**config.mk**
```make
export PLATFORM = sky130hd
export DESIGN_NAME = pipeline_trace_top
export DESIGN_NICKNAME = d
export VERILOG_FILES = /design/src/trace_cfg_pkg.sv /design/src/trace_types_pkg.sv /design/src/trace_tagger.sv /design/src/stage_stamp_slot.sv /design/src/trace_record_writer.sv /design/src/trace_wb_port.sv /design/src/pipeline_trace_top.sv
export SDC_FILE = /design/constraint.sdc
export NUM_CORES = 2
export LEC_CHECK = 0
export BUFFER_PORTS_ARGS = -buffer_cell sky130_fd_sc_hd__buf_2
export CAP_MARGIN = 20
export CORE_UTILIZATION = 30
export DETAILED_ROUTE_END_ITERATION = 10
export GPL_TIMING_DRIVEN = 0
export PLACE_DENSITY = 0.44
export RECOVER_POWER = 25
export SETUP_SLACK_MARGIN = 0.1
export SLEW_MARGIN = 20
export SYNTH_ARGS = -nofsm -noshare
export SYNTH_HDL_FRONTEND = slang
export SYNTH_SLANG_ARGS = --single-unit
```
**constraint.sdc**
```tcl
create_clock -name clk -period 20.2 [get_ports clk]
set_input_delay 1.01 -clock clk [delete_from_list [all_inputs] [get_ports clk]]
set_output_delay 1.01 -clock clk [all_outputs]
set_load 0.02 [all_outputs]
```
**src/trace_cfg_pkg.sv**
```systemverilog
package trace_cfg_pkg;

    //////////////////////////////////////////////////////////////////////
    // Pipeline and stamp sizing
    //////////////////////////////////////////////////////////////////////
    localparam int num_stages  = 5;                     // IF ID EX MEM WB
    localparam int tag_w       = 8;
    localparam int slot_depth  = 16;                    // Entries per stamp table
    localparam int slot_aw     = $clog2(slot_depth);
    localparam int cycle_w     = 16;
    localparam int flush_cnt_w = 16;

    //////////////////////////////////////////////////////////////////////
    // Record buffer and bus map
    //////////////////////////////////////////////////////////////////////
    localparam int fifo_depth  = 4;
    localparam int fifo_aw     = $clog2(fifo_depth);
    localparam int count_w     = $clog2(fifo_depth + 1); // 0 to fifo_depth
    localparam int rec_words   = 5;                     // 32-bit words per record
    localparam int word_ptr_w  = $clog2(rec_words);
    localparam int data_w      = 32;
    localparam int adr_w       = 4;
    localparam int addr_status = 0;                     // Byte address
    localparam int addr_data   = 4;                     // Byte address

endpackage

```
**src/trace_types_pkg.sv**
```systemverilog
package trace_types_pkg;

    import trace_cfg_pkg::*;

    typedef enum logic [2:0] {
        st_if  = 3'd0,
        st_id  = 3'd1,
        st_ex  = 3'd2,
        st_mem = 3'd3,
        st_wb  = 3'd4
    } stage_e;

    typedef struct packed {
        logic             valid;
        logic [tag_w-1:0] tag;
    } stage_tag_t;

    typedef stage_tag_t [num_stages-1:0] stage_tag_vec_t;           // Indexed by stage_e
    typedef logic [num_stages-1:0][cycle_w-1:0] stamp_vec_t;        // Indexed by stage_e

    typedef struct packed {
        logic [data_w-1:0] pc;
        logic [data_w-1:0] instr;
    } fetch_info_t;

    // 152 bits, read out as five bus words
    typedef struct packed {
        logic [data_w-1:0] pc;
        logic [data_w-1:0] instr;
        logic [tag_w-1:0]  tag;
        stamp_vec_t        stamp;
    } trace_rec_t;

    typedef struct packed {
        logic              cyc;
        logic              stb;
        logic              we;
        logic [adr_w-1:0]  adr;
        logic [data_w-1:0] dat;
    } wb_req_t;

    typedef struct packed {
        logic              ack;
        logic [data_w-1:0] dat;
    } wb_rsp_t;

    typedef enum logic {
        ps_idle,
        ps_ack
    } port_state_e;

endpackage

```
**src/trace_tagger.sv**
```systemverilog
module trace_tagger (
    input  logic                                  clk,
    input  logic                                  rst,
    input  logic [trace_cfg_pkg::num_stages-1:0]  stage_valid,
    input  logic                                  stall,
    input  logic                                  flush,
    output trace_types_pkg::stage_tag_vec_t       stage_tags,
    output logic [trace_cfg_pkg::cycle_w-1:0]     cycle,
    output logic [trace_cfg_pkg::flush_cnt_w-1:0] flush_count
);

    import trace_cfg_pkg::*;
    import trace_types_pkg::*;

    logic [tag_w-1:0] next_tag;      // Fetches that have left IF
    logic [tag_w-1:0] next_tag_nxt;
    logic             if_hold;
    logic             if_leave;
    logic [1:0]       killed;
    stage_tag_vec_t   tags_nxt;

    assign if_hold      = stall && !flush && stage_valid[st_if]; // Stall keeps IF
    assign if_leave     = stage_valid[st_if] && !if_hold;         // Advances or dies
    assign next_tag_nxt = next_tag + tag_w'(if_leave);
    assign killed       = flush ? 2'(stage_valid[st_if]) + 2'(stage_valid[st_id]) : 2'd0;

    //////////////////////////////////////////////////////////////////////
    // Tag movement, same rules as the processor
    //////////////////////////////////////////////////////////////////////
    always_comb begin
        tags_nxt[st_wb]  = {stage_valid[st_mem], stage_tags[st_mem].tag};
        tags_nxt[st_mem] = {stage_valid[st_ex], stage_tags[st_ex].tag};

        if (stall || flush) begin
            tags_nxt[st_ex] = '0;                                 // Bubble
        end else begin
            tags_nxt[st_ex] = {stage_valid[st_id], stage_tags[st_id].tag};
        end

        if (flush) begin
            tags_nxt[st_id] = '0;
        end else if (stall) begin
            tags_nxt[st_id] = {stage_valid[st_id], stage_tags[st_id].tag};
        end else begin
            tags_nxt[st_id] = {stage_valid[st_if], stage_tags[st_if].tag};
        end

        // A free IF slot carries the tag the next fetch will get
        if (flush) begin
            tags_nxt[st_if] = '0;
        end else if (if_hold) begin
            tags_nxt[st_if] = stage_tags[st_if];
        end else begin
            tags_nxt[st_if] = {1'b1, next_tag_nxt};
        end
    end

    always_ff @(posedge clk or posedge rst) begin
        if (rst) begin
            cycle       <= '0;
            next_tag    <= '0;
            stage_tags  <= '0;
            flush_count <= '0;
        end else begin
            cycle       <= cycle + 1'b1;
            next_tag    <= next_tag_nxt;
            stage_tags  <= tags_nxt;
            flush_count <= flush_count + flush_cnt_w'(killed);
        end
    end

    // Every occupied stage has a tag from the shift register
    for (genvar k = 0; k < num_stages; k++) begin : g_chk
        a_tag_valid: assert property (@(posedge clk) disable iff (rst)
            stage_valid[k] |-> stage_tags[k].valid);
    end

endmodule

```
**src/stage_stamp_slot.sv**
```systemverilog
module stage_stamp_slot (
    input  logic                              clk,
    input  logic                              rst,
    input  logic                              present,
    input  trace_types_pkg::stage_tag_t       stage_tag,
    input  logic [trace_cfg_pkg::cycle_w-1:0] cycle,
    input  logic [trace_cfg_pkg::tag_w-1:0]   rd_tag,
    output logic [trace_cfg_pkg::cycle_w-1:0] rd_cycle
);

    import trace_cfg_pkg::*;

    logic [cycle_w-1:0] stamp_mem [slot_depth];
    logic [tag_w-1:0]   prev_tag;
    logic               prev_present;
    logic               first;       // First cycle of this tag in the stage

    assign first = present && (!prev_present || stage_tag.tag != prev_tag);

    always_ff @(posedge clk or posedge rst) begin
        if (rst) begin
            prev_present <= 1'b0;
        end else begin
            prev_present <= present;
        end
    end

    always_ff @(posedge clk) begin
        prev_tag <= stage_tag.tag;
        if (first) begin
            stamp_mem[stage_tag.tag[slot_aw-1:0]] <= cycle;
        end
    end

    // Bypass lets WB be read during its only cycle
    assign rd_cycle = (first && rd_tag == stage_tag.tag) ? cycle
                                                         : stamp_mem[rd_tag[slot_aw-1:0]];

    a_rise_valid: assert property (@(posedge clk) disable iff (rst)
        $rose(present) |-> stage_tag.valid);

endmodule

```
**src/trace_record_writer.sv**
```systemverilog
module trace_record_writer (
    input  logic                                 clk,
    input  logic                                 rst,
    input  logic [trace_cfg_pkg::num_stages-1:0] stage_valid,
    input  trace_types_pkg::fetch_info_t         fetch,
    input  trace_types_pkg::stage_tag_vec_t      stage_tags,
    output logic [trace_cfg_pkg::tag_w-1:0]      rd_tag,
    input  trace_types_pkg::stamp_vec_t          rd_cycles,
    input  logic                                 pop,
    output logic                                 rec_valid,
    output trace_types_pkg::trace_rec_t          rec_head,
    output logic [trace_cfg_pkg::count_w-1:0]    rec_count,
    output logic                                 overflow
);

    import trace_cfg_pkg::*;
    import trace_types_pkg::*;

    fetch_info_t        fetch_mem [slot_depth];   // pc and instr by tag
    trace_rec_t         fifo_mem  [fifo_depth];
    fetch_info_t        wb_fetch;
    trace_rec_t         new_rec;
    logic [fifo_aw-1:0] wr_ptr;
    logic [fifo_aw-1:0] rd_ptr;
    logic [count_w-1:0] count;
    logic               push;
    logic               full;
    logic               push_ok;
    logic               pop_ok;

    //////////////////////////////////////////////////////////////////////
    // Record assembly at writeback
    //////////////////////////////////////////////////////////////////////
    assign rd_tag   = stage_tags[st_wb].tag;
    assign wb_fetch = fetch_mem[rd_tag[slot_aw-1:0]];

    always_comb begin
        new_rec.pc    = wb_fetch.pc;
        new_rec.instr = wb_fetch.instr;
        new_rec.tag   = rd_tag;
        new_rec.stamp = rd_cycles;
    end

    always_ff @(posedge clk) begin
        if (stage_valid[st_if]) begin
            fetch_mem[stage_tags[st_if].tag[slot_aw-1:0]] <= fetch;
        end
        if (push_ok) begin
            fifo_mem[wr_ptr] <= new_rec;
        end
    end

    //////////////////////////////////////////////////////////////////////
    // Record FIFO
    //////////////////////////////////////////////////////////////////////
    assign push    = stage_valid[st_wb];
    assign full    = count == count_w'(fifo_depth);
    assign push_ok = push && !full;                  // Dropped when full
    assign pop_ok  = pop && rec_valid;

    always_ff @(posedge clk or posedge rst) begin
        if (rst) begin
            wr_ptr   <= '0;
            rd_ptr   <= '0;
            count    <= '0;
            overflow <= 1'b0;
        end else begin
            if (push_ok) begin
                wr_ptr <= wr_ptr + 1'b1;
            end
            if (pop_ok) begin
                rd_ptr <= rd_ptr + 1'b1;
            end
            count <= count + count_w'(push_ok) - count_w'(pop_ok);
            if (push && full) begin
                overflow <= 1'b1;                    // Sticky
            end
        end
    end

    assign rec_valid = count != '0;
    assign rec_head  = fifo_mem[rd_ptr];
    assign rec_count = count;

    a_pop_nonempty: assert property (@(posedge clk) disable iff (rst)
        pop |-> rec_valid);

    // WB follows MEM by exactly one cycle, so its stamp is the current cycle
    a_wb_stamp: assert property (@(posedge clk) disable iff (rst)
        stage_valid[st_wb] |-> rd_cycles[st_wb] == cycle_w'(rd_cycles[st_mem] + 1'b1));

endmodule

```
**src/trace_wb_port.sv**
```systemverilog
module trace_wb_port (
    input  logic                                  clk,
    input  logic                                  rst,
    input  trace_types_pkg::wb_req_t              wb_req,
    output trace_types_pkg::wb_rsp_t              wb_rsp,
    input  logic                                  rec_valid,
    input  trace_types_pkg::trace_rec_t           rec_head,
    input  logic [trace_cfg_pkg::count_w-1:0]     rec_count,
    input  logic                                  overflow,
    input  logic [trace_cfg_pkg::flush_cnt_w-1:0] flush_count,
    output logic                                  pop
);

    import trace_cfg_pkg::*;
    import trace_types_pkg::*;

    port_state_e           state;
    logic [word_ptr_w-1:0] word_ptr;     // Next word of the head record
    logic [data_w-1:0]     rsp_dat;
    logic [data_w-1:0]     rec_word;
    logic [data_w-1:0]     status_word;
    logic [data_w-1:0]     rd_word;
    logic                  req_new;
    logic                  data_rd;
    logic                  advance;
    logic                  last_word;
    logic                  pop_q;

    assign req_new   = state == ps_idle && wb_req.cyc && wb_req.stb;
    assign data_rd   = !wb_req.we && wb_req.adr == adr_w'(addr_data);
    assign advance   = data_rd && rec_valid;  // Empty reads move nothing
    assign last_word = word_ptr == word_ptr_w'(rec_words - 1);

    //////////////////////////////////////////////////////////////////////
    // Read data selection
    //////////////////////////////////////////////////////////////////////
    always_comb begin
        case (word_ptr)
            word_ptr_w'(0): rec_word = rec_head.pc;
            word_ptr_w'(1): rec_word = rec_head.instr;
            word_ptr_w'(2): rec_word = {rec_head.tag, {(data_w - tag_w - cycle_w){1'b0}},
                                        rec_head.stamp[st_if]};
            word_ptr_w'(3): rec_word = {rec_head.stamp[st_id], rec_head.stamp[st_ex]};
            default:        rec_word = {rec_head.stamp[st_mem], rec_head.stamp[st_wb]};
        endcase
    end

    assign status_word = {flush_count, 7'd0, overflow, 5'd0, rec_count};
    assign rd_word     = data_rd ? (rec_valid ? rec_word : '0) : status_word;

    //////////////////////////////////////////////////////////////////////
    // Handshake FSM
    //////////////////////////////////////////////////////////////////////
    always_ff @(posedge clk or posedge rst) begin
        if (rst) begin
            state    <= ps_idle;
            word_ptr <= '0;
            pop_q    <= 1'b0;
        end else begin
            case (state)
                ps_idle: begin
                    if (req_new) begin
                        state <= ps_ack;
                        pop_q <= advance && last_word;
                        if (advance) begin
                            word_ptr <= last_word ? '0 : word_ptr + 1'b1;
                        end
                    end
                end
                default: begin
                    state <= ps_idle;                    // One ack, then idle
                    pop_q <= 1'b0;
                end
            endcase
        end
    end

    always_ff @(posedge clk) begin
        if (req_new) begin
            rsp_dat <= rd_word;
        end
    end

    always_comb begin
        wb_rsp.ack = state == ps_ack;
        wb_rsp.dat = rsp_dat;
    end

    assign pop = state == ps_ack && pop_q;      // With the fifth data ack

    a_ack_single: assert property (@(posedge clk) disable iff (rst)
        wb_rsp.ack |=> !wb_rsp.ack);

endmodule

```
**src/pipeline_trace_top.sv**
```systemverilog
module pipeline_trace_top (
    input  logic                                 clk,
    input  logic                                 rst,
    input  logic [trace_cfg_pkg::num_stages-1:0] stage_valid,
    input  trace_types_pkg::fetch_info_t         fetch,
    input  logic                                 stall,
    input  logic                                 flush,
    input  trace_types_pkg::wb_req_t             wb_req,
    output trace_types_pkg::wb_rsp_t             wb_rsp
);

    import trace_cfg_pkg::*;
    import trace_types_pkg::*;

    stage_tag_vec_t         stage_tags;
    logic [cycle_w-1:0]     cycle;
    logic [flush_cnt_w-1:0] flush_count;
    logic [tag_w-1:0]       rd_tag;       // Current WB tag
    stamp_vec_t             rd_cycles;
    logic                   pop;
    logic                   rec_valid;
    trace_rec_t             rec_head;
    logic [count_w-1:0]     rec_count;
    logic                   overflow;

    trace_tagger u_tagger (
        .clk         (clk),
        .rst         (rst),
        .stage_valid (stage_valid),
        .stall       (stall),
        .flush       (flush),
        .stage_tags  (stage_tags),
        .cycle       (cycle),
        .flush_count (flush_count)
    );

    // One stamp table per stage
    for (genvar k = int'(st_if); k <= int'(st_wb); k++) begin : g_slot
        stage_stamp_slot u_slot (
            .clk       (clk),
            .rst       (rst),
            .present   (stage_valid[k]),
            .stage_tag (stage_tags[k]),
            .cycle     (cycle),
            .rd_tag    (rd_tag),
            .rd_cycle  (rd_cycles[k])
        );
    end

    trace_record_writer u_writer (
        .clk         (clk),
        .rst         (rst),
        .stage_valid (stage_valid),
        .fetch       (fetch),
        .stage_tags  (stage_tags),
        .rd_tag      (rd_tag),
        .rd_cycles   (rd_cycles),
        .pop         (pop),
        .rec_valid   (rec_valid),
        .rec_head    (rec_head),
        .rec_count   (rec_count),
        .overflow    (overflow)
    );

    trace_wb_port u_wb_port (
        .clk         (clk),
        .rst         (rst),
        .wb_req      (wb_req),
        .wb_rsp      (wb_rsp),
        .rec_valid   (rec_valid),
        .rec_head    (rec_head),
        .rec_count   (rec_count),
        .overflow    (overflow),
        .flush_count (flush_count),
        .pop         (pop)
    );

endmodule

```
==> impl_results.html <==
<table>
<tr><th>Metric</th><th>Value</th></tr>
<tr><th colspan="2">Run status</th></tr>
<tr><td>Run status</td><td>complete, but fails checks</td></tr>
<tr><td>Violated checks</td><td>design-rule violations, max-capacitance violations, max-slew violations</td></tr>
<tr><th colspan="2">Worst setup path</th></tr>
<tr><td>CP Max Fanout</td><td>69</td></tr>
<tr><td>Reg2Reg Launch Point</td><td>u_tagger.stage_tags[39]</td></tr>
<tr><td>Kind of end point of the critical path</td><td>async pin</td></tr>
<tr><td>Required time at the endpoint of the critical path</td><td>19.68 ns</td></tr>
<tr><td>Classification of the worst setup path</td><td>in -&gt; async</td></tr>
<tr><td>Cell count of the worst reg-to-reg path</td><td>7</td></tr>
<tr><td>Setup slack on the worst flop-to-flop path</td><td>roughly 15 ns</td></tr>
<tr><td>Worst setup SP type</td><td>input pin</td></tr>
<tr><td>R2r endpoint</td><td>u_writer.fifo_mem[0][0]</td></tr>
<tr><td>Critical path data arrival time</td><td>between 5 and 6 ns</td></tr>
<tr><th colspan="2">STA</th></tr>
<tr><td>Final count of hold timing violations</td><td>0</td></tr>
<tr><td>Final setup TNS</td><td>0 ns</td></tr>
<tr><td>Maximum clock skew at final layout</td><td>about 0.09 ns</td></tr>
<tr><td>Pin slew with the least headroom to its limit</td><td>slightly above 4 ns</td></tr>
<tr><td>Minimum clock period</td><td>~5.6 ns</td></tr>
<tr><td>Max_slew headroom</td><td>-1.74</td></tr>
<tr><td>Maximum operating frequency</td><td>177 MHz</td></tr>
<tr><td>Unrepaired setup endpoints after global routing</td><td>no</td></tr>
<tr><td>Final number of max-transition violations</td><td>about 350</td></tr>
<tr><td>Total of endpoints with negative setup slack in the final report</td><td>0</td></tr>
<tr><td>Fin crit share</td><td>0.279</td></tr>
<tr><th colspan="2">Worst hold path</th></tr>
<tr><td>Instance count along the most critical hold path</td><td>1</td></tr>
<tr><td>Min-Delay Endpoint</td><td>g_slot[0].u_slot.prev_present</td></tr>
<tr><td>Hold Path Origin</td><td>stage_valid[0]</td></tr>
<tr><td>Worst hold path class</td><td>in -&gt; reg</td></tr>
<tr><th colspan="2">Logic synthesis</th></tr>
<tr><td>Share of the synthesized area in the top cell type</td><td>0.754</td></tr>
<tr><td>Simple-gate share of the synthesized area</td><td>0.0158</td></tr>
<tr><td>Share of the yosys chip area belonging to registers</td><td>0.782</td></tr>
<tr><td>Share of the synthesized area in compound gates (AO/OA/AOI/OAI)</td><td>0.0188</td></tr>
<tr><td>Avg Inst Size Synth</td><td>~23 um^2</td></tr>
<tr><td>Yosys warning total</td><td>0</td></tr>
<tr><td>Xor/xnor cell area share of the yosys netlist</td><td>0.00829</td></tr>
<tr><td>Multiplexer area fraction after synthesis</td><td>0.161</td></tr>
<tr><td>Flip-flop cell with the highest count after synthesis</td><td>sky130_fd_sc_hd__edfxtp_1</td></tr>
<tr><td>Cell type contributing the most total cell area after synthesis</td><td>sky130_fd_sc_hd__edfxtp_1</td></tr>
<tr><td>Number of nets produced by synthesis</td><td>5193</td></tr>
<tr><td>Post-synth EDFFs</td><td>2944</td></tr>
<tr><td>Synth Cell Area</td><td>117000 um^2</td></tr>
<tr><td>Post-synth ARST share</td><td>0.0318</td></tr>
<tr><td>Combinational family with the most area after synthesis</td><td>multiplexers</td></tr>
<tr><td>Count of distinct cell types in the synthesized netlist</td><td>51</td></tr>
<tr><td>Gate count of the mapped netlist</td><td>5062</td></tr>
<tr><td>Adder and majority gate portion of the synthesized area</td><td>0.00216</td></tr>
<tr><td>Leading post-synthesis cells by instance count</td><td>sky130_fd_sc_hd__edfxtp_1, sky130_fd_sc_hd__mux4_2, sky130_fd_sc_hd__a22oi_1, sky130_fd_sc_hd__clkbuf_1, sky130_fd_sc_hd__nand2_1</td></tr>
<tr><td>Count leader, synth</td><td>sky130_fd_sc_hd__edfxtp_1</td></tr>
<tr><td>Yosys reg bits</td><td>about 3000</td></tr>
<tr><td>Dominant cells by area after synthesis</td><td>sky130_fd_sc_hd__edfxtp_1, sky130_fd_sc_hd__mux4_2, sky130_fd_sc_hd__dfrtp_1</td></tr>
<tr><th colspan="2">Global routing</th></tr>
<tr><td>Total GRT Usage</td><td>0.175</td></tr>
<tr><td>Maximum number of pins on one net before global-route repair</td><td>70</td></tr>
<tr><td>M1 GR Usage</td><td>0.245</td></tr>
<tr><td>Met2 track demand over resource</td><td>0.284</td></tr>
<tr><td>Via count of the first global-routing pass</td><td>58100</td></tr>
<tr><td>Wire length of the first global-routing pass</td><td>about 480 mm</td></tr>
<tr><td>Final global-route overflow total</td><td>0</td></tr>
<tr><td>Number of antenna violations at the first check in global routing</td><td>51</td></tr>
<tr><td>Met3 routing resource usage after global routing</td><td>0.0284</td></tr>
<tr><td>GR peak layer</td><td>met2</td></tr>
<tr><th colspan="2">Routing</th></tr>
<tr><td>Detailed-route DRC error count</td><td>10</td></tr>
<tr><td>Number of nets still failing antenna checks after routing</td><td>0</td></tr>
<tr><td>Number of vias per cell after detailed routing</td><td>around 5</td></tr>
<tr><td>Average wire length per cell after detail routing</td><td>30.7 um</td></tr>
<tr><td>Routed vias</td><td>56500</td></tr>
<tr><td>DRT iter0 DRCs</td><td>roughly 5800</td></tr>
<tr><td>Drt total wl</td><td>~350 mm</td></tr>
<tr><td>Number of search-and-repair iterations in the first detailed-routing pass</td><td>9</td></tr>
<tr><th colspan="2">Clock network</th></tr>
<tr><td>Number of buffers on the longest clock path</td><td>4</td></tr>
<tr><td>Clock tree from TritonCTS</td><td>yes</td></tr>
<tr><td>Count of cells resized by post-cts repair</td><td>0</td></tr>
<tr><td>Clock latency on the worst-skew pair</td><td>about 0.92 ns</td></tr>
<tr><td>Clock transition time at the flip-flop clock pins of the worst setup and hold paths</td><td>0.06 ns</td></tr>
<tr><td>TritonCTS Sinks</td><td>~3100</td></tr>
<tr><td>Maximum level of the CTS H-tree</td><td>5</td></tr>
<tr><td>Root buf cell</td><td>sky130_fd_sc_hd__clkbuf_16</td></tr>
<tr><td>Count of hold buffers inserted by post-cts repair</td><td>0</td></tr>
<tr><td>Number of CTS-inserted buffers</td><td>between 300 and 400</td></tr>
<tr><td>Post-CTS Setup Repair Bufs</td><td>0</td></tr>
<tr><th colspan="2">Power and ir drop</th></tr>
<tr><td>Power Total</td><td>~15 mW</td></tr>
<tr><td>P per Cell Area</td><td>about 110 nW/um^2</td></tr>
<tr><td>Worst vdd ir</td><td>about 64 uV</td></tr>
<tr><td>Leakage power figure</td><td>43.7 nW</td></tr>
<tr><th colspan="2">Floorplanning</th></tr>
<tr><td>Top Ports</td><td>between 100 and 150</td></tr>
<tr><td>Die outline area</td><td>~390000 um^2</td></tr>
<tr><td>Starting Density</td><td>0.301</td></tr>
<tr><td>Std-Cell Core Area</td><td>a little under 400000 um^2</td></tr>
<tr><td>Row count</td><td>229</td></tr>
<tr><td>Die Wd</td><td>627 um</td></tr>
<tr><td>Floorplan die height</td><td>around 630 um</td></tr>
<tr><th colspan="2">Finish</th></tr>
<tr><td>Net count of the finished layout</td><td>roughly 6000</td></tr>
<tr><td>Share of cells above drive strength 1</td><td>0.323</td></tr>
<tr><td>Fill cell count</td><td>approximately 36000</td></tr>
<tr><td>Layout Utilization</td><td>0.358</td></tr>
<tr><td>Final Instance Area</td><td>139000 um^2</td></tr>
<tr><td>Flip-flop and latch area</td><td>91700 um^2</td></tr>
<tr><td>Signed area change from the synthesized netlist to the final layout</td><td>18.7%</td></tr>
<tr><td>Area taken by multi-input logic gates</td><td>~25000 um^2</td></tr>
<tr><th colspan="2">Placement</th></tr>
<tr><td>Final GP Congestion</td><td>~0.79</td></tr>
<tr><td>Detailed Place HPWL</td><td>242 mm</td></tr>
<tr><td>Post-placement cell area</td><td>about 130000 um^2</td></tr>
<tr><td>Count of input and output buffers</td><td>112</td></tr>
<tr><th colspan="2">Run</th></tr>
<tr><td>Max-capacitance violation count</td><td>9</td></tr>
</table>
how the worst max path moves through the flow:
stage	startpoint	to	slack, ns	cells after the start
floorplan	stage_valid[0]	g_slot[0].u_slot.stamp_mem[6][0]	12.59	4
finish	rst	u_tagger.cycle[8]	14.56	3
CTS	u_tagger.stage_tags[39]	u_writer.fifo_mem[2][16]	15.34	7
global route	rst	u_tagger.cycle[6]	13.48	3
global placement	stage_valid[0]	g_slot[0].u_slot.stamp_mem[6][3]	2.01	5
detailed placement	u_tagger.stage_tags[39]	u_writer.fifo_mem[0][0]	15.39	7
where the power goes:
| group | switching [mW] | internal, mW |
|---|---|---|
| Sequential | 0.117 | 7.59 |
| Combinational | 1.12 | 0.565 |
| Clock | 2.50 | 3.37 |
| Total | 3.74 | 11.5 |
cell usage in the layout (no fill, tap or decap), types with 11 or more instances in the layout:
| cell | count |
|---|---|
| sky130_fd_sc_hd__xnor2_1 | 94 |
| sky130_fd_sc_hd__mux2i_1 | 17 |
| sky130_fd_sc_hd__dfrtp_1 | 94 |
| sky130_fd_sc_hd__a22o_1 | 33 |
| sky130_fd_sc_hd__mux4_2 | 792 |
| sky130_fd_sc_hd__buf_6 | 69 |
| sky130_fd_sc_hd__clkbuf_1 | 275 |
| sky130_fd_sc_hd__inv_1 | 12 |
| sky130_fd_sc_hd__nand2_1 | 114 |
| sky130_fd_sc_hd__clkinv_2 | 55 |
| sky130_fd_sc_hd__ha_1 | 17 |
| sky130_fd_sc_hd__a31oi_1 | 12 |
| sky130_fd_sc_hd__buf_12 | 47 |
| sky130_fd_sc_hd__a22oi_1 | 192 |
| sky130_fd_sc_hd__nor3_2 | 49 |
| sky130_fd_sc_hd__buf_4 | 182 |
| sky130_fd_sc_hd__and2_1 | 11 |
| sky130_fd_sc_hd__diode_2 | 15 |
| sky130_fd_sc_hd__bufinv_16 | 18 |
| sky130_fd_sc_hd__nand4_1 | 15 |
| sky130_fd_sc_hd__nor2_4 | 15 |
| sky130_fd_sc_hd__dfxtp_1 | 40 |
| sky130_fd_sc_hd__nor4_2 | 23 |
| sky130_fd_sc_hd__nand3_1 | 30 |
| sky130_fd_sc_hd__nand2b_1 | 17 |
| sky130_fd_sc_hd__xor2_1 | 17 |
| sky130_fd_sc_hd__buf_2 | 207 |
| sky130_fd_sc_hd__nor2_1 | 57 |
| sky130_fd_sc_hd__clkinv_1 | 65 |
| sky130_fd_sc_hd__o21ai_0 | 18 |
| sky130_fd_sc_hd__a21oi_1 | 11 |
| sky130_fd_sc_hd__edfxtp_1 | 2944 |
| sky130_fd_sc_hd__clkbuf_16 | 343 |
| sky130_fd_sc_hd__buf_16 | 31 |
| sky130_fd_sc_hd__clkbuf_2 | 13 |
| sky130_fd_sc_hd__mux2_2 | 64 |
| sky130_fd_sc_hd__buf_1 | 16 |
kinds of logic after synthesis:
| family | after synthesis |
|---|---|
| flip-flops | 3082 |
| multiplexers | 881 |
| AND/OR/NAND/NOR | 380 |
| buffers and inverters | 299 |
| AO/OA/AOI/OAI | 290 |
| XOR/XNOR | 111 |
| adder cells (fa/ha/maj) | 19 |
registers in the layout, summed over array words and instances, names as in the netlist:
register	flops
u_writer.rec_count	3
u_writer.wr_ptr	2
u_tagger.stage_tags	40
g_slot.u_slot.prev_present	5
u_wb_port.state	1
u_tagger.flush_count	16
u_writer.rd_ptr	2
u_wb_port.word_ptr	3
u_tagger.cycle	16
u_wb_port.rsp_dat	32
g_slot.u_slot.prev_tag	40
u_writer.fifo_mem	608
u_wb_port.pop_q	1
g_slot.u_slot.stamp_mem	1280
u_writer.fetch_mem	1024
u_tagger.next_tag	8
u_writer.overflow	1
area by class of cell:
class	count	area share
Tap cell	5197	0.0467
Clock inverter	161	0.00999
Buffer	286	0.0103
Sequential cell	3082	0.659
Timing Repair Buffer	465	0.0313
Inverter	13	0.000360
Multi-Input combinational cell	1681	0.177
Clock buffer	438	0.0646
Antenna cell	15	0.000270
per-layer routing:
metal  wire, um  up-vias
li1           -    23200
met1     152000    31200
met2     167000     1635
met3      20100      436
met4       9540       18
met5        116        -
critical path: stages:
cell and delay [ns]:
sky130_fd_sc_hd__buf_2 0.10, sky130_fd_sc_hd__clkinvlp_2 0.95, sky130_fd_sc_hd__clkbuf_1 2.93
stage by stage:
stage	std cells	setup WS (ns)	hold WS, ns
CTS	11300	15.34	0.0466
global placement	10400	2.01	0.347
global route	11300	13.48	0.274
finish	11300	14.56	0.286
detailed placement	10700	15.39	0.354
floorplan	5062	12.59	0.342
Note: power is estimated with default switching activity, not from simulation.
